**src/logic/lsu_pkg.sv**
```systemverilog
// Shared widths, access sizes and request/response structs of the load/store unit
// Every RTL block refers to these by scoped name
package lsu_pkg;

  // Data and address width, one word
  localparam int XLEN = 32;
  // One enable per byte of the word
  localparam int BE_W = XLEN / 8;

  // Access size as coded by the load/store instruction
  typedef enum logic [1:0] {
    SIZE_BYTE = 2'd0,
    SIZE_HALF = 2'd1,
    SIZE_WORD = 2'd2
  } lsu_size_e;

  // Request as presented by the EX stage
  typedef struct packed {
    logic [XLEN-1:0] operand_a;
    logic [XLEN-1:0] operand_b;
    logic            we;
    lsu_size_e       size;
    logic            sext;
    logic [XLEN-1:0] wdata;
  } lsu_ex_req_t;

  // One data bus transaction, address always word aligned
  typedef struct packed {
    logic [XLEN-1:0] addr;
    logic            we;
    logic [BE_W-1:0] be;
    logic [XLEN-1:0] wdata;
  } lsu_bus_req_t;

  // Controls carried from the address phase to the response
  typedef struct packed {
    lsu_size_e  size;
    logic       sext;
    logic       we;
    logic [1:0] offset;
    // Low only for the first half of a split access
    logic       last;
  } lsu_wb_ctrl_t;

endpackage

```
**src/logic/lsu_req_align.sv**
```systemverilog
`timescale 1ns/10ps
// Turns the EX-stage request into one bus transaction per phase
// Generates byte enables, rotated write data and detects split accesses
module lsu_req_align (
  input  lsu_pkg::lsu_ex_req_t  ex_req_i,
  input  logic                  valid_0_i,
  input  logic                  split_q_i,
  output lsu_pkg::lsu_bus_req_t bus_trans_o,
  output logic                  split_o,
  output lsu_pkg::lsu_wb_ctrl_t wb_ctrl_o
);

  logic [lsu_pkg::XLEN-1:0] addr;
  logic [lsu_pkg::XLEN-1:0] addr_base;
  logic [1:0]               offset;
  logic [lsu_pkg::BE_W-1:0] be;
  logic [lsu_pkg::XLEN-1:0] wdata_rot;

  // Effective address from the two operands
  assign addr      = ex_req_i.operand_a + ex_req_i.operand_b;
  assign offset    = addr[1:0];
  assign addr_base = {addr[lsu_pkg::XLEN-1:2], 2'b00};

  ////////////////////////////////////////////////////////////
  // Byte enables
  ////////////////////////////////////////////////////////////

  always_comb begin
    case (ex_req_i.size)
      lsu_pkg::SIZE_BYTE: begin
        be = 4'b0001 << offset;
      end
      lsu_pkg::SIZE_HALF: begin
        // Offset 3 leaves only the top byte in the first phase
        if (split_q_i) begin
          be = 4'b0001;
        end else begin
          be = 4'b0011 << offset;
        end
      end
      default: begin
        // Second phase covers the bytes that spilled past the word
        if (split_q_i) begin
          be = ~(4'b1111 << offset);
        end else begin
          be = 4'b1111 << offset;
        end
      end
    endcase
  end

  // Rotate store data so each byte lands on its enabled lane
  always_comb begin
    case (offset)
      2'd0:    wdata_rot = ex_req_i.wdata;
      2'd1:    wdata_rot = {ex_req_i.wdata[23:0], ex_req_i.wdata[31:24]};
      2'd2:    wdata_rot = {ex_req_i.wdata[15:0], ex_req_i.wdata[31:16]};
      default: wdata_rot = {ex_req_i.wdata[7:0], ex_req_i.wdata[31:8]};
    endcase
  end

  ////////////////////////////////////////////////////////////
  // Split detection
  ////////////////////////////////////////////////////////////

  // Only in the first phase, second phase never splits again
  always_comb begin
    split_o = 1'b0;
    if (valid_0_i && !split_q_i) begin
      if (ex_req_i.size == lsu_pkg::SIZE_WORD) begin
        split_o = (offset != 2'd0);
      end else if (ex_req_i.size == lsu_pkg::SIZE_HALF) begin
        split_o = (offset == 2'd3);
      end
    end
  end

  // Second phase goes to the next word
  assign bus_trans_o.addr  = split_q_i ? addr_base + lsu_pkg::XLEN'(4) : addr_base;
  assign bus_trans_o.we    = ex_req_i.we;
  assign bus_trans_o.be    = be;
  assign bus_trans_o.wdata = wdata_rot;

  // Controls that travel with this phase to its response
  assign wb_ctrl_o.size   = ex_req_i.size;
  assign wb_ctrl_o.sext   = ex_req_i.sext;
  assign wb_ctrl_o.we     = ex_req_i.we;
  assign wb_ctrl_o.offset = offset;
  assign wb_ctrl_o.last   = !split_o;

endmodule

```
**src/logic/lsu_txn_ctrl.sv**
```systemverilog
`timescale 1ns/10ps
// Bus handshake control of the load/store unit
// Counts outstanding transactions, tracks split phase and queues WB controls
module lsu_txn_ctrl #(
  parameter int DEPTH = 2
) (
  input  logic                  clk,
  input  logic                  rst_n,
  input  logic                  valid_0_i,
  input  logic                  split_i,
  input  lsu_pkg::lsu_wb_ctrl_t wb_ctrl_i,
  input  logic                  bus_gnt_i,
  input  logic                  bus_rvalid_i,
  output logic                  bus_req_o,
  output logic                  ready_0_o,
  output logic                  valid_1_o,
  output logic                  split_q_o,
  output lsu_pkg::lsu_wb_ctrl_t wb_ctrl_o,
  output logic                  resp_first_o,
  output logic                  busy_o,
  output logic                  interruptible_o
);

  localparam int CNT_W = $clog2(DEPTH + 1);
  localparam int PTR_W = (DEPTH > 1) ? $clog2(DEPTH) : 1;

  logic [CNT_W-1:0]      cnt_q;
  logic [CNT_W-1:0]      cnt_d;
  logic                  count_up;
  logic                  count_down;
  logic                  wait_q;
  logic [PTR_W-1:0]      wr_ptr_q;
  logic [PTR_W-1:0]      rd_ptr_q;
  lsu_pkg::lsu_wb_ctrl_t ctrl_mem [DEPTH];

  ////////////////////////////////////////////////////////////
  // Request and outstanding counter
  ////////////////////////////////////////////////////////////

  // Request straight from EX while there is room
  assign bus_req_o  = valid_0_i && (cnt_q < CNT_W'(DEPTH));
  assign count_up   = bus_req_o && bus_gnt_i;
  // Responses only come for granted requests
  assign count_down = bus_rvalid_i;

  always_comb begin
    case ({count_up, count_down})
      2'b10:   cnt_d = cnt_q + 1'b1;
      2'b01:   cnt_d = cnt_q - 1'b1;
      default: cnt_d = cnt_q;
    endcase
  end

  always_ff @(posedge clk or negedge rst_n) begin
    if (!rst_n) begin
      cnt_q <= '0;
    end else begin
      cnt_q <= cnt_d;
    end
  end

  // EX released only at grant of the last phase
  assign ready_0_o = count_up && !split_i;

  // Split phase, cleared when EX drops the request
  always_ff @(posedge clk or negedge rst_n) begin
    if (!rst_n) begin
      split_q_o <= 1'b0;
    end else if (!valid_0_i) begin
      split_q_o <= 1'b0;
    end else if (count_up) begin
      split_q_o <= split_i;
    end
  end

  ////////////////////////////////////////////////////////////
  // In-order queue of WB controls
  ////////////////////////////////////////////////////////////

  // One entry per granted transaction
  always_ff @(posedge clk) begin
    if (count_up) begin
      ctrl_mem[wr_ptr_q] <= wb_ctrl_i;
    end
  end

  always_ff @(posedge clk or negedge rst_n) begin
    if (!rst_n) begin
      wr_ptr_q <= '0;
      rd_ptr_q <= '0;
    end else begin
      if (count_up) begin
        if (wr_ptr_q == PTR_W'(DEPTH - 1)) begin
          wr_ptr_q <= '0;
        end else begin
          wr_ptr_q <= wr_ptr_q + 1'b1;
        end
      end
      if (count_down) begin
        if (rd_ptr_q == PTR_W'(DEPTH - 1)) begin
          rd_ptr_q <= '0;
        end else begin
          rd_ptr_q <= rd_ptr_q + 1'b1;
        end
      end
    end
  end

  // Head entry belongs to the next response
  assign wb_ctrl_o    = ctrl_mem[rd_ptr_q];
  assign resp_first_o = !wb_ctrl_o.last;
  // First half of a split gives no WB strobe
  assign valid_1_o    = bus_rvalid_i && wb_ctrl_o.last;

  ////////////////////////////////////////////////////////////
  // Status
  ////////////////////////////////////////////////////////////

  // Request that already waited a cycle may not be retracted
  always_ff @(posedge clk or negedge rst_n) begin
    if (!rst_n) begin
      wait_q <= 1'b0;
    end else if (count_up) begin
      wait_q <= 1'b0;
    end else if (bus_req_o) begin
      wait_q <= 1'b1;
    end
  end

  assign interruptible_o = !wait_q && (cnt_q == '0);
  assign busy_o          = (cnt_q != '0) || bus_req_o;

endmodule

```
**src/logic/lsu_rdata_align.sv**
```systemverilog
`timescale 1ns/10ps
// Load data path of the WB stage
// Picks the addressed bytes, extends them and joins the halves of split loads
module lsu_rdata_align (
  input  logic                     clk,
  input  logic                     rst_n,
  input  logic                     bus_rvalid_i,
  input  logic [lsu_pkg::XLEN-1:0] bus_rdata_i,
  input  lsu_pkg::lsu_wb_ctrl_t    wb_ctrl_i,
  input  logic                     resp_first_i,
  output logic [lsu_pkg::XLEN-1:0] rdata_1_o
);

  logic [lsu_pkg::XLEN-1:0] rdata_q;
  logic [lsu_pkg::XLEN-1:0] low_word;
  logic [lsu_pkg::XLEN-1:0] shifted;
  logic                     spanned;

  // First half of a split load is held until its partner arrives
  always_ff @(posedge clk or negedge rst_n) begin
    if (!rst_n) begin
      rdata_q <= '0;
    end else if (bus_rvalid_i && resp_first_i && !wb_ctrl_i.we) begin
      rdata_q <= bus_rdata_i;
    end
  end

  // Access crossed a word boundary, lower bytes come from the held word
  assign spanned = ((wb_ctrl_i.size == lsu_pkg::SIZE_WORD) && (wb_ctrl_i.offset != 2'd0)) ||
                   ((wb_ctrl_i.size == lsu_pkg::SIZE_HALF) && (wb_ctrl_i.offset == 2'd3));

  assign low_word = spanned ? rdata_q : bus_rdata_i;

  ////////////////////////////////////////////////////////////
  // Byte lane selection
  ////////////////////////////////////////////////////////////

  // Window over {current, low} starting at the addressed byte
  always_comb begin
    case (wb_ctrl_i.offset)
      2'd0:    shifted = low_word;
      2'd1:    shifted = {bus_rdata_i[7:0], low_word[31:8]};
      2'd2:    shifted = {bus_rdata_i[15:0], low_word[31:16]};
      default: shifted = {bus_rdata_i[23:0], low_word[31:24]};
    endcase
  end

  // Zero or sign extension by size
  always_comb begin
    case (wb_ctrl_i.size)
      lsu_pkg::SIZE_BYTE: begin
        rdata_1_o = {{24{wb_ctrl_i.sext & shifted[7]}}, shifted[7:0]};
      end
      lsu_pkg::SIZE_HALF: begin
        rdata_1_o = {{16{wb_ctrl_i.sext & shifted[15]}}, shifted[15:0]};
      end
      default: begin
        rdata_1_o = shifted;
      end
    endcase
  end

endmodule

```
**src/logic/lsu_top.sv**
```systemverilog
`timescale 1ns/10ps
// Load/store unit top level between EX stage, WB stage and data bus
// DEPTH sets how many bus transactions may be in flight
module lsu_top #(
  parameter int DEPTH = 2
) (
  input  logic                     clk,
  input  logic                     rst_n,
  input  logic                     valid_0_i,
  input  lsu_pkg::lsu_ex_req_t     ex_req_i,
  output logic                     ready_0_o,
  output logic                     bus_req_o,
  output lsu_pkg::lsu_bus_req_t    bus_trans_o,
  input  logic                     bus_gnt_i,
  input  logic                     bus_rvalid_i,
  input  logic [lsu_pkg::XLEN-1:0] bus_rdata_i,
  output logic                     valid_1_o,
  output logic [lsu_pkg::XLEN-1:0] rdata_1_o,
  output logic                     busy_o,
  output logic                     interruptible_o
);

  logic                  split;
  logic                  split_q;
  logic                  resp_first;
  lsu_pkg::lsu_wb_ctrl_t wb_ctrl_ex;
  lsu_pkg::lsu_wb_ctrl_t wb_ctrl_wb;

  // Address phase shaping
  lsu_req_align u_req_align (
    .ex_req_i    (ex_req_i),
    .valid_0_i   (valid_0_i),
    .split_q_i   (split_q),
    .bus_trans_o (bus_trans_o),
    .split_o     (split),
    .wb_ctrl_o   (wb_ctrl_ex)
  );

  // Handshakes and outstanding bookkeeping
  lsu_txn_ctrl #(
    .DEPTH (DEPTH)
  ) u_txn_ctrl (
    .clk             (clk),
    .rst_n           (rst_n),
    .valid_0_i       (valid_0_i),
    .split_i         (split),
    .wb_ctrl_i       (wb_ctrl_ex),
    .bus_gnt_i       (bus_gnt_i),
    .bus_rvalid_i    (bus_rvalid_i),
    .bus_req_o       (bus_req_o),
    .ready_0_o       (ready_0_o),
    .valid_1_o       (valid_1_o),
    .split_q_o       (split_q),
    .wb_ctrl_o       (wb_ctrl_wb),
    .resp_first_o    (resp_first),
    .busy_o          (busy_o),
    .interruptible_o (interruptible_o)
  );

  // Response data to WB
  lsu_rdata_align u_rdata_align (
    .clk          (clk),
    .rst_n        (rst_n),
    .bus_rvalid_i (bus_rvalid_i),
    .bus_rdata_i  (bus_rdata_i),
    .wb_ctrl_i    (wb_ctrl_wb),
    .resp_first_i (resp_first),
    .rdata_1_o    (rdata_1_o)
  );

endmodule

```
**config.mk**
```make
export PLATFORM = sky130hd
export DESIGN_NAME = lsu_top
export DESIGN_NICKNAME = d
export VERILOG_FILES = /design/src/logic/lsu_pkg.sv /design/src/logic/lsu_req_align.sv /design/src/logic/lsu_txn_ctrl.sv /design/src/logic/lsu_rdata_align.sv /design/src/logic/lsu_top.sv
export SDC_FILE = /design/constraint.sdc
export NUM_CORES = 1
export LEC_CHECK = 0
export BUFFER_PORTS_ARGS = -buffer_cell sky130_fd_sc_hd__buf_2
export CORE_MARGIN = 3
export CORE_UTILIZATION = 51
export DETAILED_ROUTE_END_ITERATION = 6
export GPL_ROUTABILITY_DRIVEN = 0
export PLACE_DENSITY = 0.82
export RECOVER_POWER = 50
export SLEW_MARGIN = 5
export SYNTH_ARGS = -nofsm -noshare
export SYNTH_HDL_FRONTEND = slang
export SYNTH_SLANG_ARGS = --single-unit
```
**constraint.sdc**
```tcl
create_clock -name clk -period 3.6 [get_ports clk]
set_input_delay 0.18 -clock clk [delete_from_list [all_inputs] [get_ports clk]]
set_output_delay 0.18 -clock clk [all_outputs]
set_load 0.01 [all_outputs]
```
After elaboration in Yosys (flattened, before gate mapping) --
Memories as Yosys holds them, arrays and structs flattened. Index checks and enable logic that the tools add are counted. Widths: inputs -> output; s select.
Storage, ports and cells: register bits after elaboration 38, memory bits (writable) 14, word-level logic and storage cells 80, memories 1
Memory list:
- u_txn_ctrl.ctrl_mem | depth 2, bits a word 7, read ports 1, clocked after memory_dff 0, wr ports 1, line lsu_txn_ctrl.sv:34 | lsu_pkg::lsu_wb_ctrl_t ctrl_mem [DEPTH];
Operators by class: add/subtract/negate cells 6, $lt $le $gt $ge 1, equality and inequality tests 13, shifts and indexed selects 3, muxes and demuxes 20, bitwise logic cells 3, reduce and logical (&&, ||, !) cells 27
Operators with widths (number):
- $pmux 32 s3 | 2
- $mux 32 | 2
- $pmux 32 s2 | 1
- $add 32x3->32 const B | 1
- $add 32x32->32 | 1
- $eq 2x2->1 const B | 7
- $mux 1 | 11
- $eq 2x1->1 const B | 5
- $logic_and 1x1->1 | 10
- $logic_not 2->1 | 5
- $reduce_bool 2->1 | 5
- $mux 4 | 2
- $pmux 4 s2 | 1
- $logic_not 1->1 | 5
- $not 4->4 | 1
- $pmux 2 s2 | 1
- $shl 1x2->4 const A | 1
- $shl 2x2->4 const A | 1
- $shl 4x2->4 const A | 1
- $add 1x1->1 const B | 2
- $add 2x1->2 const B | 1
- $and 1x1->1 | 2
- $logic_or 1x1->1 | 2
- $lt 2x2->1 const B | 1
- other kinds (2) | 2

Logic depth before layout (Yosys ltp) --
An unclocked memory read counts as a cell.
word-level depth 8, depth in mapped cells 13, gate-level depth less buffers 13

Cells and area by module --
Synthesis repeated with hierarchy kept, for this count alone.
Unflattened totals: cells, all modules 837, area total of the unflattened synthesis 6779.0 um2
Modules (own cells, without submodules):
- lsu_req_align | instances 1, cells each 471, area an instance 3399.5 um2
- lsu_rdata_align | instances 1, cells each 317, area an instance 2570.0 um2
- lsu_txn_ctrl | instances 1, cells each 49, area an instance 809.5 um2

Least setup slack after synthesis --
Ideal clock, no wire load.
path type input port to output port, start in ex_req_i[36] (netlist name), end out bus_trans_o[65] (netlist name), arrival 3.082 ns, slack 0.338 ns, stages on the path 11, path buffers 0, path through ha_1 fa_1 a21o_1 a311o_1 a22oi_1 nand2b_1 xor2_1 nor3b_2 nand4_2 nor4_2 xor2_1
RTL lines:
- start: declaration | line lsu_top.sv:10 | input lsu_pkg::lsu_ex_req_t ex_req_i,
- end: declaration | line lsu_top.sv:13 | output lsu_pkg::lsu_bus_req_t bus_trans_o,

==> impl_summary.txt <==
----------------------------------------------------
[Layout]
  Total area of multi-input combinational cells ... 5025 sq um
  Antenna fix cells ... 0
  Layout Area Growth over Synthesis ... 27.19%
  Post-route non-filler standard cell count ... 1222
  Post-layout util ... 67.39%
  Total area of sequential cells ... 1172 sq um
  Post-layout net count ... 1232
  Fraction of layout instances using a drive strength above 1 ... 33.11%
  Fill cell count ... 1097

[Hold path]
  Hold/Removal Path Class ... primary input to flip-flop

[Placed design]
  Worst setup slack before clock tree synthesis ... -0.2045 ns
  Placed cell count ... 1209
  Hpwl dp ... 15200 microns
  Count of input and output buffers ... 240

[Critical path]
  Crit path depth ... 13
  Critical-path cell with the highest stage delay ... sky130_fd_sc_hd__a311o_2
  Worst reg2reg startpoint ... u_txn_ctrl.rd_ptr_q
  Beginning of the critical path ... ex_req_i[36]
  Dominant cell type by count on the critical path ... sky130_fd_sc_hd__buf_2
  Worst flop-to-flop path endpoint ... u_rdata_align.rdata_q[31]
  Required time at the endpoint of the critical path ... 3.42 ns
  Element type at the critical path end ... output port
  Critical Path Sink ... bus_trans_o[68]
  Worst r2r path cells ... 4
  Bufs and invs on worst path ... 2
  Start-to-end type of the worst setup path ... primary input to output port
  Critical path cell sequence ... buf_2 > ha_1 > fa_2 > a21o_1 > a311o_2 > a22oi_2 > a21oi_1 > a211oi_2 > xnor2_1 > nand2_1 > nor4_2 > xnor3_1 > buf_2
  Arrival time of the worst setup path ... 3.32 ns
  Worst reg2reg setup slack ... 1.15 ns
  Cell type group with the largest total delay on the critical path ... compound AO/OA/AOI/OAI gates
  Critical path launch point type ... primary input
  Largest stage delay on the critical path ... 0.46 ns
  Critical Path Fanout Max ... 6

[Synth]
  Synth warn ... 0
  Arithmetic-cell share of the synthesized area counting full adders, half adders and majority gates ... 8.238%
  Most numerous cell in the Yosys netlist ... sky130_fd_sc_hd__nand2_1
  Mean instance size in the synthesized netlist ... 7.881 sq um
  Netlist Area Pre-Place ... 6470 sq um
  Post-synth EDFFs ... 14
  Number of library cell types mapped by synthesis ... 74
  Cell types with the largest area share after synthesis ... sky130_fd_sc_hd__dfrtp_1 12%, sky130_fd_sc_hd__mux2i_1 11%, sky130_fd_sc_hd__ha_1 7.9%
  Most used DFF post-synth ... sky130_fd_sc_hd__dfrtp_1
  Async SR Flop Fraction ... 68.18%
  Number of instances in the synthesized netlist ... 821
  Main combinational cell family by area after synthesis ... compound AO/OA/AOI/OAI gates
  Synthesized flop and latch total ... 44
  Synth cell count leaders ... 88 x sky130_fd_sc_hd__nand2_1, 68 x sky130_fd_sc_hd__mux2i_1, 62 x sky130_fd_sc_hd__o21ai_0, 60 x sky130_fd_sc_hd__a21oi_1, 49 x sky130_fd_sc_hd__clkbuf_1
  Cell taking the most area after synthesis ... sky130_fd_sc_hd__dfrtp_1
  Post-synth top area share ... 11.60%
  Simple-gate portion of the synthesized area ... 17.11%
  Share of the synthesized area in compound gates (AO/OA/AOI/OAI) ... 25.84%
  Sequential area share after synthesis ... 18.10%
  Multiplexer fraction of the synthesized cell area ... 16.48%
  Xor and xnor fraction of the mapped netlist area ... 7.793%

[Power and ir drop]
  Clock network power share ... 11.0%
  Part of the power in combinational logic ... 68.7%
  Total power divided by cell area ... 491.8 nW/um^2
  Static leakage ... 3.936 nW
  Max rail drop VDD ... 0.2409 mV
  Internal power ... 2.172 mW
  Switching power as a share of total power ... 46.33%
  Switching power total ... 1.875 mW
  Part of the power in registers ... 20.4%

[STA]
  Max-Slew Margin vs Limit ... -12.89%
  Final Hold Vio Count ... 0
  Min Tclk post-route ... 3.497 ns
  Max Clock Skew ... 0.005291 ns
  Final max-slew violation count ... 31
  Peak Freq ... 286.0 MHz
  Worst Max-Slew Pin Slew ... 1.693 ns
  Post-route clock period utilization ... 97.14%
  Final Setup Violations ... 0
  Final worst-path setup slack ... 0.1030 ns
  Setup repair after global routing missed its margin ... yes
  Setup TNS Final ... 0 ns

[Global route]
  Antenna violations before repair ... 0
  Global-route wire length before repair ... 30970 microns
  Number of global-route vias before repair ... 6571
  Most Crowded Layer GR ... met2
  Largest net degree at the start of global routing ... 57
  Fraction of met3 tracks used by global routing ... 3.684%
  Overall Global Routing Usage ... 25.75%
  Residual overflow from global routing ... 0
  GR Util met2 ... 42.52%
  Grt met1 use ... 35.14%

[Floorplan]
  I/O pin count ... 243
  Die Footprint ... 14070 sq um
  Site row count ... 40
  Die span in y ... 118.6 microns
  Horizontal die dimension ... 118.6 microns
  Placeable core region ... 12210 sq um
  Starting density of the core ... 52.98%

[CTS]
  CTS Sinks ... 44
  Clock-pin slew on the worst setup and hold paths ... 0.06 ns
  Clock root cell ... sky130_fd_sc_hd__clkbuf_16
  Maximum buffer depth of the clock tree ... 2
  TritonCTS clock tree ... done
  Total clock buffers created by CTS ... 5
  CTS H-Tree Depth ... 2
  Clk Latency, worst-skew pair ... 0.28 ns

[Flow run]
  Max Cap Violations ... 1

[Status]
  Failing checks ... design-rule violations, max-capacitance violations, max-slew violations
  Outcome ... complete, but fails checks

[Route]
  Number of violations reported at the end of detailed-routing iteration 0 ... 743
  Via count normalized by instance count ... 5.970
  Wirelength per Cell ... 15.93 microns
  Detailed-router iteration count before antenna repair ... 7
  Overall via count from detail_route ... 7295
  Final wirelength ... 19470 microns
  Final ANT Viol Nets ... 0
  Total DRC errors in the routed layout ... 17

----------------------------------------------------
[layer usage]
metal | vias to the layer above | routed length [microns]
met1 | 3419 | 8439
li1 | 3521 | -
met4 | 0 | 455
met5 | - | 0
met2 | 320 | 9122
met3 | 35 | 1451
[layout make-up]
| class | instances | area share [%] |
|---|---|---|
| Clock inverter | 3 | 0.2281 |
| Timing Repair Buffer | 282 | 18.29 |
| Sequential cell | 44 | 14.25 |
| Inverter | 46 | 2.098 |
| Clock buffer | 5 | 1.520 |
| Multi-Input combinational cell | 674 | 61.06 |
| Tap cell | 168 | 2.554 |
[worst reg2reg max path, cell delays in order, from the launching register on]
cell	delay (ns)
sky130_fd_sc_hd__dfrtp_2	0.52
sky130_fd_sc_hd__nor3b_1	0.20
sky130_fd_sc_hd__o21ai_2	0.12
sky130_fd_sc_hd__clkbuf_1	1.05
sky130_fd_sc_hd__mux2_2	0.45
[placed cells by master (no fill, tap or decap), types with 3 or more instances in the layout]
cell type	synthesis	final
sky130_fd_sc_hd__mux2i_1	68	67
sky130_fd_sc_hd__nor3_1	14	12
sky130_fd_sc_hd__nor2_1	34	34
sky130_fd_sc_hd__a2111oi_0	3	3
sky130_fd_sc_hd__clkbuf_16	0	5
sky130_fd_sc_hd__a31oi_1	4	4
sky130_fd_sc_hd__nand3_1	22	21
sky130_fd_sc_hd__ha_1	41	39
sky130_fd_sc_hd__o21ai_1	18	17
sky130_fd_sc_hd__dfrtp_1	30	29
sky130_fd_sc_hd__a21oi_1	60	60
sky130_fd_sc_hd__buf_2	3	229
sky130_fd_sc_hd__buf_4	3	39
sky130_fd_sc_hd__a211oi_1	9	6
sky130_fd_sc_hd__mux2_2	33	33
sky130_fd_sc_hd__nand2_1	88	88
sky130_fd_sc_hd__o211ai_1	9	9
sky130_fd_sc_hd__a21o_1	15	15
sky130_fd_sc_hd__and3_1	12	12
sky130_fd_sc_hd__xor2_1	20	18
sky130_fd_sc_hd__nand4_1	4	4
sky130_fd_sc_hd__a221oi_1	3	3
sky130_fd_sc_hd__xnor2_1	35	35
sky130_fd_sc_hd__o21ai_0	62	62
sky130_fd_sc_hd__clkbuf_1	49	12
sky130_fd_sc_hd__o21a_1	3	3
sky130_fd_sc_hd__edfxtp_1	14	14
sky130_fd_sc_hd__or2_2	4	4
sky130_fd_sc_hd__nand3b_1	4	4
sky130_fd_sc_hd__nand2b_1	4	4
sky130_fd_sc_hd__a222oi_1	32	32
sky130_fd_sc_hd__nor2b_1	9	9
sky130_fd_sc_hd__a211oi_2	3	6
sky130_fd_sc_hd__and2_1	6	6
sky130_fd_sc_hd__o21bai_1	4	4
sky130_fd_sc_hd__o311ai_1	3	3
sky130_fd_sc_hd__inv_1	46	46
[through the flow]
step	hold slack [ns]	instance area, sq um	power, mW
after floorplan	-0.1156	6474	2.636
after global placement	0.2652	7941	3.483
after detailed placement	0.2693	7941	3.541
after CTS	0.08582	8135	4.005
after global routing	0.08376	8229	4.359
final	0.09105	8229	4.047
[power by group through the flow]
stage | Combinational, mW | Sequential [mW] | Clock (mW)
4_1_cts | 2.73 | 0.821 | 0.449
2_1_floorplan | 1.86 | 0.780 | 0
3_3_place_gp | 2.67 | 0.816 | 0
3_5_place_dp | 2.71 | 0.830 | 0
5_1_grt | 3.04 | 0.853 | 0.471
6_report | 2.78 | 0.825 | 0.444
[kinds of logic after synthesis]
group / Yosys count
other: 1
adders and majority gates: 42
DFF: 44
and+or+nand+nor: 221
AOI/OAI and AO/OA: 251
muxes: 102
xor gates and xnor gates: 56
buffers and inverters: 104
[how the worst min path moves through the flow]
stage	start	endpoint	slack, ns	cells after the start
final	ex_req_i[32]	u_txn_ctrl.ctrl_mem[0][4]	0.09	1
after global routing	ex_req_i[32]	u_txn_ctrl.ctrl_mem[0][4]	0.08	1
after CTS	ex_req_i[32]	u_txn_ctrl.ctrl_mem[0][4]	0.09	1
after detailed placement	rst_n	u_rdata_align.rdata_q[22]	0.27	1
after global placement	rst_n	u_rdata_align.rdata_q[22]	0.27	1
after floorplan	rst_n	u_rdata_align.rdata_q[10]	-0.12	0
[sequential cells by signal, summed over array words and instances (netlist names)]
name                   cells
u_rdata_align.rdata_q     24
u_txn_ctrl.cnt_q           2
u_txn_ctrl.ctrl_mem       14
u_txn_ctrl.rd_ptr_q        1
u_txn_ctrl.split_q_o       1
u_txn_ctrl.wait_q          1
u_txn_ctrl.wr_ptr_q        1
[repair_timing]
item                                    CTS  global route
gates resized for setup                   6            17
hold endpoints to repair                 30             0
pin swaps                                 1             6
hold buffers                              1             0
endpoints found under the setup margin    8            36
setup buffers                             1             3
Power figures use the tool's default switching activity.
